### config.mk
export PLATFORM = sky130hd
export DESIGN_NAME = dispatch_top
export DESIGN_NICKNAME = d
export VERILOG_FILES = /design/src/dispatch_pkg.sv /design/src/queue_count.sv /design/src/entry_ring.sv /design/src/dispatch_top.sv
export SDC_FILE = /design/constraint.sdc
export NUM_CORES = 1
export LEC_CHECK = 0
export BUFFER_PORTS_ARGS = -buffer_cell sky130_fd_sc_hd__buf_2
export CAP_MARGIN = 20
export CORE_MARGIN = 2
export CORE_UTILIZATION = 57
export CTS_CLUSTER_DIAMETER = 100
export DETAILED_ROUTE_END_ITERATION = 10
export HOLD_SLACK_MARGIN = 0.02
export PLACE_DENSITY = 0.82
export SETUP_SLACK_MARGIN = 0.15
export SYNTH_ARGS = -nofsm -noshare
export SYNTH_HDL_FRONTEND = slang
export SYNTH_SLANG_ARGS = --single-unit
### constraint.sdc
create_clock -name clk -period 5.45 [get_ports clk]
set_clock_uncertainty 0.05 [all_clocks]
set_input_delay 0.545 -clock clk [delete_from_list [all_inputs] [get_ports clk]]
set_output_delay 0.545 -clock clk [all_outputs]
set_load 0.03 [all_outputs]
### src/dispatch_pkg.sv
// ==========================================================================
// dispatch package
// slot bundle and grant types shared by the queue count logic and the
// issue queue and reorder buffer rings, plus index width and wraparound
// helpers for the ring pointers
// ==========================================================================

package dispatch_pkg;

        // a fetch bundle always carries three slots, the grant decision
        // tree in queue_count is written for exactly this many
        localparam int unsigned num_slots = 3;

        // count of slots granted in one cycle, 0 to 3
        typedef logic [1:0] cnt_t;

        // one fetch bundle as seen by dispatch
        // bit n of every mask refers to bundle position n
        typedef struct packed {
                logic [num_slots-1:0] vd;
                logic [num_slots-1:0] jc;
                logic [num_slots-1:0] ret;
                logic [num_slots-1:0] take_branch;
        } slot_bundle_t;

        // the dispatch decision handed back to fetch
        // cnt is the number of slots that entered both queues and onp marks
        // the bundle positions they came from
        typedef struct packed {
                cnt_t                 cnt;
                logic [num_slots-1:0] onp;
        } queue_grant_t;

        // ==================================================================
        // width helpers
        // ==================================================================

        // index width of a ring with the given depth
        // a single-entry ring still gets a one-bit pointer
        function automatic int unsigned idx_bits(int unsigned depth);
                return (depth > 1) ? $clog2(depth) : 1;
        endfunction

        // base plus step modulo depth
        // base is always below depth and step never exceeds num_slots,
        // so one conditional subtract covers every ring of three or more
        // entries without a divider
        function automatic int unsigned wrap_idx(int unsigned base,
                                                 int unsigned step,
                                                 int unsigned depth);
                int unsigned sum;
                sum = base + step;
                if (sum >= depth) begin
                        sum = sum - depth;
                end
                return sum;
        endfunction

endpackage

### src/queue_count.sv
// ==========================================================================
// queue count
// decides how many slots of the current fetch bundle enter the issue queue
// and the reorder buffer this cycle and which bundle positions they are
// ==========================================================================

module queue_count import dispatch_pkg::*; #(
        parameter int unsigned qentries = 8,
        parameter int unsigned rentries = 16,
        parameter int unsigned ways     = 3
) (
        input  logic                          branchmiss,
        input  logic                          debug_on,
        input  slot_bundle_t                  bundle,
        input  logic [qentries-1:0]           iq_v,
        input  logic [idx_bits(qentries)-1:0] iq_tail,
        input  logic [rentries-1:0]           rob_v,
        input  logic [idx_bits(rentries)-1:0] rob_tail,
        output queue_grant_t                  grant
);

        localparam int unsigned qw = idx_bits(qentries);
        localparam int unsigned rw = idx_bits(rentries);

        // ring indices the k-th granted slot would land on
        logic [qw-1:0]        iq_idx  [num_slots];
        logic [rw-1:0]        rob_idx [num_slots];

        // free[k] says both rings can take one more entry at tail+k
        logic [num_slots-1:0] free;

        // any flow change in a slot ends the group after that slot
        logic [num_slots-1:0] stop;

        // bundle position of the k-th valid slot and the number of valid slots
        logic [1:0]           pos [num_slots];
        cnt_t                 nvalid;

        // ==================================================================
        // free entries at tail, tail+1 and tail+2
        // ==================================================================

        always_comb begin
                for (int k = 0; k < num_slots; k++) begin
                        iq_idx[k]  = qw'(wrap_idx(iq_tail, k, qentries));
                        rob_idx[k] = rw'(wrap_idx(rob_tail, k, rentries));
                        free[k]    = !iq_v[iq_idx[k]] && !rob_v[rob_idx[k]];
                end
        end

        assign stop = bundle.jc | bundle.ret | bundle.take_branch;

        // ==================================================================
        // bundle mask decode
        // ==================================================================

        // valid slots are packed from the lowest position upward
        // 101 leaves a hole in the middle of the bundle and is treated as
        // illegal, the same as an empty bundle
        always_comb begin
                nvalid = 2'd0;
                pos[0] = 2'd0;
                pos[1] = 2'd0;
                pos[2] = 2'd0;
                case (bundle.vd)
                3'b001: begin
                        nvalid = 2'd1;
                        pos[0] = 2'd0;
                end
                3'b010: begin
                        nvalid = 2'd1;
                        pos[0] = 2'd1;
                end
                3'b100: begin
                        nvalid = 2'd1;
                        pos[0] = 2'd2;
                end
                3'b011: begin
                        nvalid = 2'd2;
                        pos[0] = 2'd0;
                        pos[1] = 2'd1;
                end
                3'b110: begin
                        nvalid = 2'd2;
                        pos[0] = 2'd1;
                        pos[1] = 2'd2;
                end
                3'b111: begin
                        nvalid = 2'd3;
                        pos[0] = 2'd0;
                        pos[1] = 2'd1;
                        pos[2] = 2'd2;
                end
                default: ;
                endcase
        end

        // ==================================================================
        // grant walk
        // ==================================================================

        // each valid slot in turn queues while the chain is unbroken
        // a slot after the first also needs debug off and enough ways
        always_comb begin
                logic go;
                grant = '0;
                go    = 1'b1;
                if (!branchmiss) begin
                        for (int k = 0; k < num_slots; k++) begin
                                if (go && k < nvalid && free[k] &&
                                    (k == 0 || (!debug_on && ways > k))) begin
                                        grant.cnt = cnt_t'(k + 1);
                                        grant.onp[pos[k]] = 1'b1;
                                        // a jump, return or taken branch ends the group
                                        go = !stop[pos[k]];
                                end else begin
                                        go = 1'b0;
                                end
                        end
                end
        end

endmodule

### src/entry_ring.sv
// ==========================================================================
// entry ring
// ring of valid bits with an in-order tail that allocates up to three
// entries per cycle and an in-order head that frees one entry per pulse
// ==========================================================================

module entry_ring import dispatch_pkg::*; #(
        parameter int unsigned depth = 8
) (
        input  logic                       clk,
        input  logic                       rst_n,
        input  cnt_t                       alloc_cnt,
        input  logic                       head_release,
        output logic [depth-1:0]           valid,
        output logic [idx_bits(depth)-1:0] tail
);

        localparam int unsigned iw = idx_bits(depth);

        // oldest entry, the next one to be freed
        logic [iw-1:0]    head;

        // entries set and cleared on the coming edge
        logic [depth-1:0] alloc_mask;
        logic [depth-1:0] rel_mask;

        // a release pulse only counts while something is held
        logic             do_release;

        assign do_release = head_release && (|valid);

        // ==================================================================
        // next-state masks
        // ==================================================================

        // alloc_cnt entries starting at tail, wrapping past the last one
        always_comb begin
                alloc_mask = '0;
                for (int k = 0; k < num_slots; k++) begin
                        if (k < alloc_cnt) begin
                                alloc_mask[wrap_idx(tail, k, depth)] = 1'b1;
                        end
                end
        end

        // the head entry is the only one ever released
        always_comb begin
                rel_mask = '0;
                if (do_release) begin
                        rel_mask[head] = 1'b1;
                end
        end

        // ==================================================================
        // state update
        // ==================================================================

        always_ff @(posedge clk) begin
                if (!rst_n) begin
                        valid <= '0;
                        head  <= '0;
                        tail  <= '0;
                end else begin
                        // release and allocation can land in the same cycle,
                        // grant never allocates onto the head it just saw valid
                        valid <= (valid & ~rel_mask) | alloc_mask;
                        tail  <= iw'(wrap_idx(tail, alloc_cnt, depth));
                        if (do_release) begin
                                head <= iw'(wrap_idx(head, 1, depth));
                        end
                end
        end

        // ==================================================================
        // checks
        // ==================================================================

        // queue_count must only grant onto free entries of this ring
        alloc_on_free: assert property (
                @(posedge clk) disable iff (!rst_n)
                (alloc_mask & valid) == '0
        ) else $error("allocation onto an entry that is still valid");

        // the grant can never ask for more entries than the ring has left
        alloc_fits: assert property (
                @(posedge clk) disable iff (!rst_n)
                int'(alloc_cnt) <= int'(depth) - $countones(valid)
        ) else $error("allocation count exceeds free entries");

endmodule

### src/dispatch_top.sv
// ==========================================================================
// dispatch top
// joins the queue count decision to the issue queue and reorder buffer
// rings, grant goes back to fetch and its count allocates in both rings
// ==========================================================================

module dispatch_top import dispatch_pkg::*; #(
        parameter int unsigned qentries = 8,
        parameter int unsigned rentries = 16,
        parameter int unsigned ways     = 3
) (
        input  logic                          clk,
        input  logic                          rst_n,
        input  logic                          branchmiss,
        input  logic                          debug_on,
        input  slot_bundle_t                  bundle,
        input  logic                          iq_release,
        input  logic                          rob_release,
        output queue_grant_t                  grant,
        output logic [idx_bits(qentries)-1:0] iq_tail,
        output logic [idx_bits(rentries)-1:0] rob_tail
);

        // occupancy of both rings as seen by the grant logic
        logic [qentries-1:0] iq_valid;
        logic [rentries-1:0] rob_valid;

        // ==================================================================
        // grant decision
        // ==================================================================

        // purely combinational, grant follows the bundle in the same cycle
        queue_count #(
                .qentries (qentries),
                .rentries (rentries),
                .ways     (ways)
        ) i_queue_count (
                .branchmiss (branchmiss),
                .debug_on   (debug_on),
                .bundle     (bundle),
                .iq_v       (iq_valid),
                .iq_tail    (iq_tail),
                .rob_v      (rob_valid),
                .rob_tail   (rob_tail),
                .grant      (grant)
        );

        // ==================================================================
        // rings
        // ==================================================================

        // both rings allocate the same count on the next edge, so their
        // tails move in step while the heads drain independently
        entry_ring #(
                .depth (qentries)
        ) i_iq_ring (
                .clk          (clk),
                .rst_n        (rst_n),
                .alloc_cnt    (grant.cnt),
                .head_release (iq_release),
                .valid        (iq_valid),
                .tail         (iq_tail)
        );

        entry_ring #(
                .depth (rentries)
        ) i_rob_ring (
                .clk          (clk),
                .rst_n        (rst_n),
                .alloc_cnt    (grant.cnt),
                .head_release (rob_release),
                .valid        (rob_valid),
                .tail         (rob_tail)
        );

endmodule

Word level (Yosys, flattened, before mapping)

Index checks and enable logic that the tools add are counted.

Add/sub/neg operators: 18
Magnitude comparators: 44
Eq/ne operators: 6
Mux-type cells: 76
Bitwise gates (word level): 14
Reduce and logical (&&, ||, !) cells: 38

Operators by type and width:

| cell                    | count |
|---|---|
| $mux W32                | 12 |
| $ge A32 B1 Y1 const B   | 6 |
| $lt A32 B4 Y1 const B   | 3 |
| $lt A32 B5 Y1 const B   | 3 |
| $ge A32 B4 Y1 const B   | 2 |
| $ge A32 B5 Y1 const B   | 2 |
| $mux W16                | 4 |
| $sub A32 B4 Y32 const B | 2 |
| $sub A32 B5 Y32 const B | 2 |
| $or A16 B16 Y16         | 3 |
| $mux W8                 | 4 |
| $mux W5                 | 5 |
| $or A8 B8 Y8            | 3 |
| $logic_and A1 B1 Y1     | 23 |
| $mux W1                 | 23 |
| $lt A4 B5 Y1 const B    | 4 |
| $and A16 B16 Y16        | 1 |
| $demux W1 S4            | 4 |
| $lt A3 B4 Y1 const B    | 4 |
| $not A16 Y16            | 1 |
| $reduce_or A16 Y1       | 1 |
| $bmux W1 S4             | 3 |
| $demux W1 S3            | 4 |
| $mux W4                 | 3 |
| 37 further kinds        | 74 |

Bits in registers: 38
Input port bits: 18
Output and inout bits: 12
Word-level logic and storage cells: 202

Logic depth before layout (Yosys ltp)

Gate-level depths: netlist of run 1.

Depth after elaboration: 31
Depth in mapped cells: 15
Gate-level depth less buffers: 13

Cells and area by module

A second synthesis of run 1 with hierarchy kept.

Cell total of the unflattened synthesis: 352
Area total of the unflattened synthesis: 3188.1 µm²

By module, submodules not included:

| module                   | times used | cells each | area each (µm²) | seq. area each (µm²) |
|---|---|---|---|---|
| entry_ring at i_rob_ring | 1          | 182        | 1495.2          | 480.5 |
| entry_ring at i_iq_ring  | 1          | 94         | 865.8           | 280.3 |
| queue_count              | 1          | 76         | 827.0           | 0.0 |

Worst setup path after synthesis of run 1

No wires, ideal clock.

Kind: register to register
Start point: register i_rob_ring.tail[1]
End point: register i_rob_ring.tail[2]
Library setup time: 128 ps
Arrival: 3723 ps
Required time: 5272 ps
Path slack: 1550 ps
Cell stages (with the launch flop): 12
Buffers on the path: 0
Period minus slack after synthesis: 3900 ps
Path through: dfxtp_1 inv_1 ha_1 mux4_2 a311oi_2 nand4b_4 inv_1 a21oi_1 ha_1 fa_1 xnor2_1 nor2_1

RTL lines:

| what                     | RTL line         | source |
|---|---|---|
| start: declaration       | entry_ring.sv:15 | `output logic [idx_bits(depth)-1:0] tail` |
| start signal: assignment | entry_ring.sv:67 | `tail <= iw'(wrap_idx(tail, alloc_cnt, depth));` |

==> results of run 1 <==
[registers in the layout, indices dropped and copies added (netlist names)]
| register | count |
|---|---|
| i_iq_ring.head | 3 |
| i_iq_ring.tail | 3 |
| i_iq_ring.valid | 8 |
| i_rob_ring.head | 4 |
| i_rob_ring.tail | 4 |
| i_rob_ring.valid | 16 |
[Yosys cell counts (2+ instances only)]
master and n:
nor4_1 9, buf_6 2, buf_4 2, xor2_1 9, a21o_1 5, nand2b_1 7, nand3b_1 2, dfxtp_1 38
mux2i_1 6, xnor2_1 6, o22ai_1 7, buf_1 4, ha_1 20, a41oi_1 2, o21ai_0 32, a22o_1 3
nor2b_1 7, nor2_1 22, o21a_1 3, inv_1 17, a21oi_1 17, a32o_1 2, nand2_1 35, o31ai_1 7
nand3_1 16, mux2_2 3, o31a_1 2, a22oi_1 2, and3_1 5, mux4_2 14, nand4_1 6, buf_2 5
a32oi_1 2, a31oi_1 11, clkbuf_1 6, and2_1 4, fa_1 2, nor3_1 10
[metrics by stage]
stage | cells | setup slack, ps | utilization (%) | hold slack (ps)
2_1_floorplan | 374 | 1550 | - | 426
3_3_place_gp | 454 | 1510 | 60.7 | 436
3_5_place_dp | 454 | 1460 | 60.7 | 461
4_1_cts | 462 | 1110 | 62.7 | 472
5_1_grt | 462 | 844 | 62.7 | 492
6_report | 462 | 1100 | 62.7 | 475
[worst max-delay path: cells and delay by family, from the launching register on]
family	cells	cell delay, ps
adder cells (fa/ha/maj)	1	480
buffers and inverters	2	470
AO/OA/AOI/OAI	2	520
multiplexers	1	540
flip-flops	1	670
AND/OR/NAND/NOR	3	770
[worst paths after layout]
| check | depth (start not counted) | from | slack (ps) | to |
|---|---|---|---|---|
| worst min register to register | 2 | i_iq_ring.head[0] | 480 | i_iq_ring.head[0] |
| worst max-delay path | 9 | i_rob_ring.tail[1] | 1100 | grant[2] |
| worst max register to register | 11 | i_rob_ring.tail[1] | 1510 | i_rob_ring.tail[2] |
| worst min-delay path | 2 | i_iq_ring.head[0] | 480 | i_iq_ring.head[0] |
[cell families (layout without fill, tap and decap cells)]
group / count (synthesis) / count (layout) / synth area share (%)
mux: 25 / 25 / 14.1
flops: 38 / 38 / 24.0
compound gates: 104 / 104 / 21.3
fa+ha+maj: 22 / 22 / 9.15
simple gates: 132 / 132 / 22.0
xor+xnor: 15 / 15 / 4.14
buf+inv: 38 / 54 / 5.44
[power breakdown]
part           internal (mW)  switching [mW]  total (mW)
clock network          0.135           0.104       0.239
logic                  0.109           0.197       0.306
registers              0.295          0.0334       0.328
total                  0.539           0.334       0.873
[layout make-up]
type                    instances  area share (%)
clock inverters                 3            1.17
inverters                      18            1.98
well taps                      72            2.64
multi-input cells             298            65.6
repair buffers                 28            4.25
flip-flops and latches         38            22.3
clock buffers                   5            2.02
[routing by layer]
metal	routed length [µm]	vias to the layer above	part of all wire (%)
met5	0	-	0
met4	188	0	2.1
met3	1210	36	13
met2	3940	272	43
met1	3800	1430	42
li1	-	1429	-
==> out/metrics.cfg, run 1 <==
[die]
die_h_um = 78.6
core-area_mm2 = 0.00544
initial_core_util_pct = 58.3
dieArea_mm2 = 0.00618
dieWidth_um = 78.6
rows = 27
ios = 30

[timing]
post-route-period-util_pct = 79.7
relSlewSlack_pct = 29.2
worstMarginPinSlew_ps = 1060
fmax_ghz = 0.230
maxSlewViolCount = 0
setup_viol = 0
rsz0062_at_grt = no
fin_tns_setup_ps = 0
hold_viol = 0
fin_crit_ps = 4350

[global_routing]
top_usage_layer = met1
antenna_found_initial = 0
met2_usage_pct = 45.8
grt_util_all_layers_pct = 31.0
grt_max_degree = 30
overflow = 0
grtUsageMet3_pct = 5.98
grt_use_met1_pct = 46.4
grt_pass1_vias = 2907
grt_first_pass_wirelength_um = 15000

[pwr]
total_power_mw = 0.873
power_leakage_nw = 1.28
max-vdd-ir-drop_v = 0.000194
power_density_mw_per_mm2 = 256

[placed_design]
portBuffers = 26
dp_hpwl_um = 6580
placed_cell_area_mm2 = 0.00330
gp_congestion = 0.957

[yosys]
synth_ff_type = dfxtp_1
syn_nets = 414
synth_cell_types = 60
synthTopCellsByArea = dfxtp_1 (24%), mux4_2 (9.9%), ha_1 (7.9%), o21ai_0 (5.0%), nand2_1 (4.1%)
synth_area_leader_cell = dfxtp_1
ys_ff_latch = 38
yosysWarnings = 0
synth_edf_count = 0
seq_area_frac_synth_pct = 24.0
synthCells = 374
async_reset_ff_share_pct = 0
avgSynthCellArea_um2 = 8.48
synth_top_cell_area_share_pct = 24.0
syn_area_mm2 = 0.00317

[worst_setup_path]
start_kind = flip-flop
critPathMostFrequentCell = nor2_1
cp-end-kind = primary output
crit_chain = inv_1, ha_1, mux4_2, a311oi_2, nand4b_4, nor2_1, a31oi_1, nor2_1, buf_2
critPathMaxStageDelay_ps = 670
path_class = flip-flop to primary output
critPathArrivalTime_ps = 3750
worstPathRequired_ps = 4860
slowest_stage = dfxtp_1
worst-path-max-fanout = 12

[cts]
root_buffer = clkbuf_8
cts_num_sinks = 38
cts_buffer_depth = 2
cts_buffers = 5
postCtsHoldBufs = 0
ctsResizeCount = 0
path_clk_slew_ps = 80
cts_tree = built
clkLatencyLatePin_ps = 290
htreeDepth = 2
cts_setup_buffers = 0

[routing]
dr.pass1.iters = 6
wl_um = 9150
wl_per_cell_um = 19.8
ant_nets = 0
routed_via_density = 6.85
drt_iter0_drc = 605
drcViolationCount = 0
vias = 3167

[cells_and_area]
multiInputGateArea_mm2 = 0.00224
synthToLayoutAreaGrowth_pct = 7.53
design_area_mm2 = 0.00341
n_antenna_cell = 0
fin_nets = 429
mostFrequentLayoutCells = dfxtp_1 (38), nand2_1 (35), o21ai_0 (32)
fillers = 478
regArea_um2 = 761
final_layout_size_suffix_gt1_share_pct = 15.6
final_common_cell = dfxtp_1

[worst_hold_path]
hold_path_class = flip-flop to flip-flop

[outcome]
status = completed

[job]
maxCapViolations = 0

No activity file was read; power rests on OpenSTA's default activity.
==> inputs of run 2 (changes only) <==
Settings changed: CORE_UTILIZATION 57 to 54.
Clock period 5.45 ns to 3.7 ns, I/O delays scaled along.
==> out/metrics.cfg, run 2 (synthesis gave the netlist of run 1 again) <==
[timing]
setup_viol = 0
rsz0062_at_grt = no
worstMarginPinSlew_ps = 1020
fin_crit_ps = 3370
fin_tns_setup_ps = 0
relSlewSlack_pct = 32.1
post-route-period-util_pct = 91.2
maxSlewViolCount = 0
hold_viol = 0
fmax_ghz = 0.296

[worst_setup_path]
crit_path_end = grant[2]
slowest_stage = mux4_2
critPathArrivalTime_ps = 2950
critPathMaxStageDelay_ps = 530
r2r_end = i_iq_ring.tail[2]
worstPathRequired_ps = 3280
path_class = flip-flop to primary output
regToRegStartpoint = i_rob_ring.tail[1]
start_kind = flip-flop
rrSetupSlack_ps = 410
startpoint = i_rob_ring.tail[1]
critPathMostFrequentCell = nor2_1
worst-path-max-fanout = 7
cp-end-kind = primary output
reg2reg_depth = 13
crit_chain = inv_1, ha_4, mux4_2, a311oi_4, nand4b_4, buf_4, nor2_1, a31oi_1, nor2_1, buf_2

[placed_design]
gp_congestion = 0.957
dp_cells = 466
dp_hpwl_um = 6650
placed_cell_area_mm2 = 0.00341
portBuffers = 26

[cells_and_area]
final_common_cell = dfxtp_1
fin_nets = 441
multiInputGateArea_mm2 = 0.00227
reg_top3 = i_rob_ring.valid: 16 flops, i_iq_ring.valid: 8 flops
fillers = 493
final_layout_size_suffix_gt1_share_pct = 18.7
finish.utilization_pct = 62.9
mostFrequentLayoutCells = dfxtp_1 (36), nand2_1 (35), o21ai_0 (32)
regArea_um2 = 763
design_area_mm2 = 0.00351
n_antenna_cell = 0
largest_reg_flops = 16
top_register = i_rob_ring.valid
finalNonFillerCells = 473
synthToLayoutAreaGrowth_pct = 10.5

[pwr]
max-vdd-ir-drop_v = 0.000225
p_int_mw = 0.748
power_frac_seq_pct = 38.8
power_leakage_nw = 1.32
clkPwrFrac_pct = 21.9
power_frac_comb_pct = 39.3
power_density_mw_per_mm2 = 351
swShare_pct = 39.2
p_switching_mw = 0.483

[job]
maxCapViolations = 0

[cts]
cts_tree = built
root_buffer = clkbuf_8
cts_setup_buffers = 0
cts_buffers = 5
path_clk_slew_ps = 70
clkLatencyLatePin_ps = 290
htreeDepth = 2
cts_num_sinks = 38
cts_buffer_depth = 2
postCtsHoldBufs = 0

[die]
core-area_mm2 = 0.00557
dieWidth_um = 80.7
rows = 27
ios = 30
initial_core_util_pct = 56.9
die_h_um = 80.7
dieArea_mm2 = 0.00651

[outcome]
status = completed

[routing]
wl_per_cell_um = 19.4
vias = 3276
drt_iter0_drc = 679
ant_nets = 0
wl_um = 9180
drcViolationCount = 0
routed_via_density = 6.93
dr.pass1.iters = 6

[worst_hold_path]
hold_path_class = input pin to flip-flop

[global_routing]
grt_pass1_vias = 2960
overflow = 0
grt_max_degree = 30
antenna_found_initial = 0
grt_util_all_layers_pct = 29.4
grt_first_pass_wirelength_um = 14500

[run 2: changes by cell type in the layout (fill, tap and decap cells not counted), moves of 2 or more]
| cell | previous run | this run |
|---|---|---|
| buf_4 | 2 | 14 |
| clkbuf_1 | 0 | 2 |
| clkinv_2 | 2 | 0 |
| dfxtp_1 | 38 | 36 |
| dfxtp_2 | 0 | 2 |
[run 2: how the worst min path moves through the flow]
| stage | start | end | slack [ps] | cells after the start |
|---|---|---|---|---|
| 4_1_cts | rst_n | i_rob_ring.valid[8] | 450 | 3 |
| 3_5_place_dp | i_iq_ring.head[0] | i_iq_ring.head[0] | 450 | 2 |
| 6_report | rst_n | i_rob_ring.valid[8] | 460 | 3 |
| 5_1_grt | rst_n | i_rob_ring.tail[0] | 470 | 2 |
| 2_1_floorplan | i_iq_ring.head[0] | i_iq_ring.head[0] | 430 | 2 |
| 3_3_place_gp | i_iq_ring.head[0] | i_iq_ring.head[0] | 430 | 2 |
[run 2: layer usage]
metal	global-route usage (%)	part of all wire, %	vias up
li1	-	-	1448
met2	42.9	44	271
met5	0	0	-
met1	41.9	40	1504
met3	6.63	13	53
met4	12.0	3.5	0
[run 2: what timing repair did]
action,in CTS,in global routing
endpoints found under the setup margin,0,1
hold endpoints to repair,0,0
resized for setup,0,3
[run 2: power groups by stage]
stage,combinational [mW],sequential [mW],clock (mW)
2_1_floorplan,0.329,0.495,0
3_3_place_gp,0.447,0.484,0
3_5_place_dp,0.456,0.485,0
4_1_cts,0.459,0.475,0.275
5_1_grt,0.523,0.481,0.289
6_report,0.484,0.478,0.270
[run 2: through the flow]
stage / hold WS [ps] / setup WS, ps / power [mW]
floorplan: 426 / 158 / 0.823
detailed placement: 454 / 396 / 0.941
global route: 466 / 176 / 1.29
finish: 461 / 327 / 1.23
CTS: 449 / 192 / 1.21
global placement: 435 / 475 / 0.931
[run 2: final cells by class]
cell class                 count  area share, %
sequential                    38           21.8
timing repair buffer          40           6.71
inverter                      18           1.93
clock buffer                   7           2.18
multi-input combinational    298           64.9
tap                           72           2.57
[run 2: critical path: cells and delay by family (launching register included)]
| family | cells | cell delay [ps] |
|---|---|---|
| AO/OA/AOI/OAI | 2 | 450 |
| AND/OR/NAND/NOR | 3 | 420 |
| adder cells (fa/ha/maj) | 1 | 320 |
| flip-flops | 1 | 430 |
| multiplexers | 1 | 530 |
| buffers and inverters | 3 | 510 |
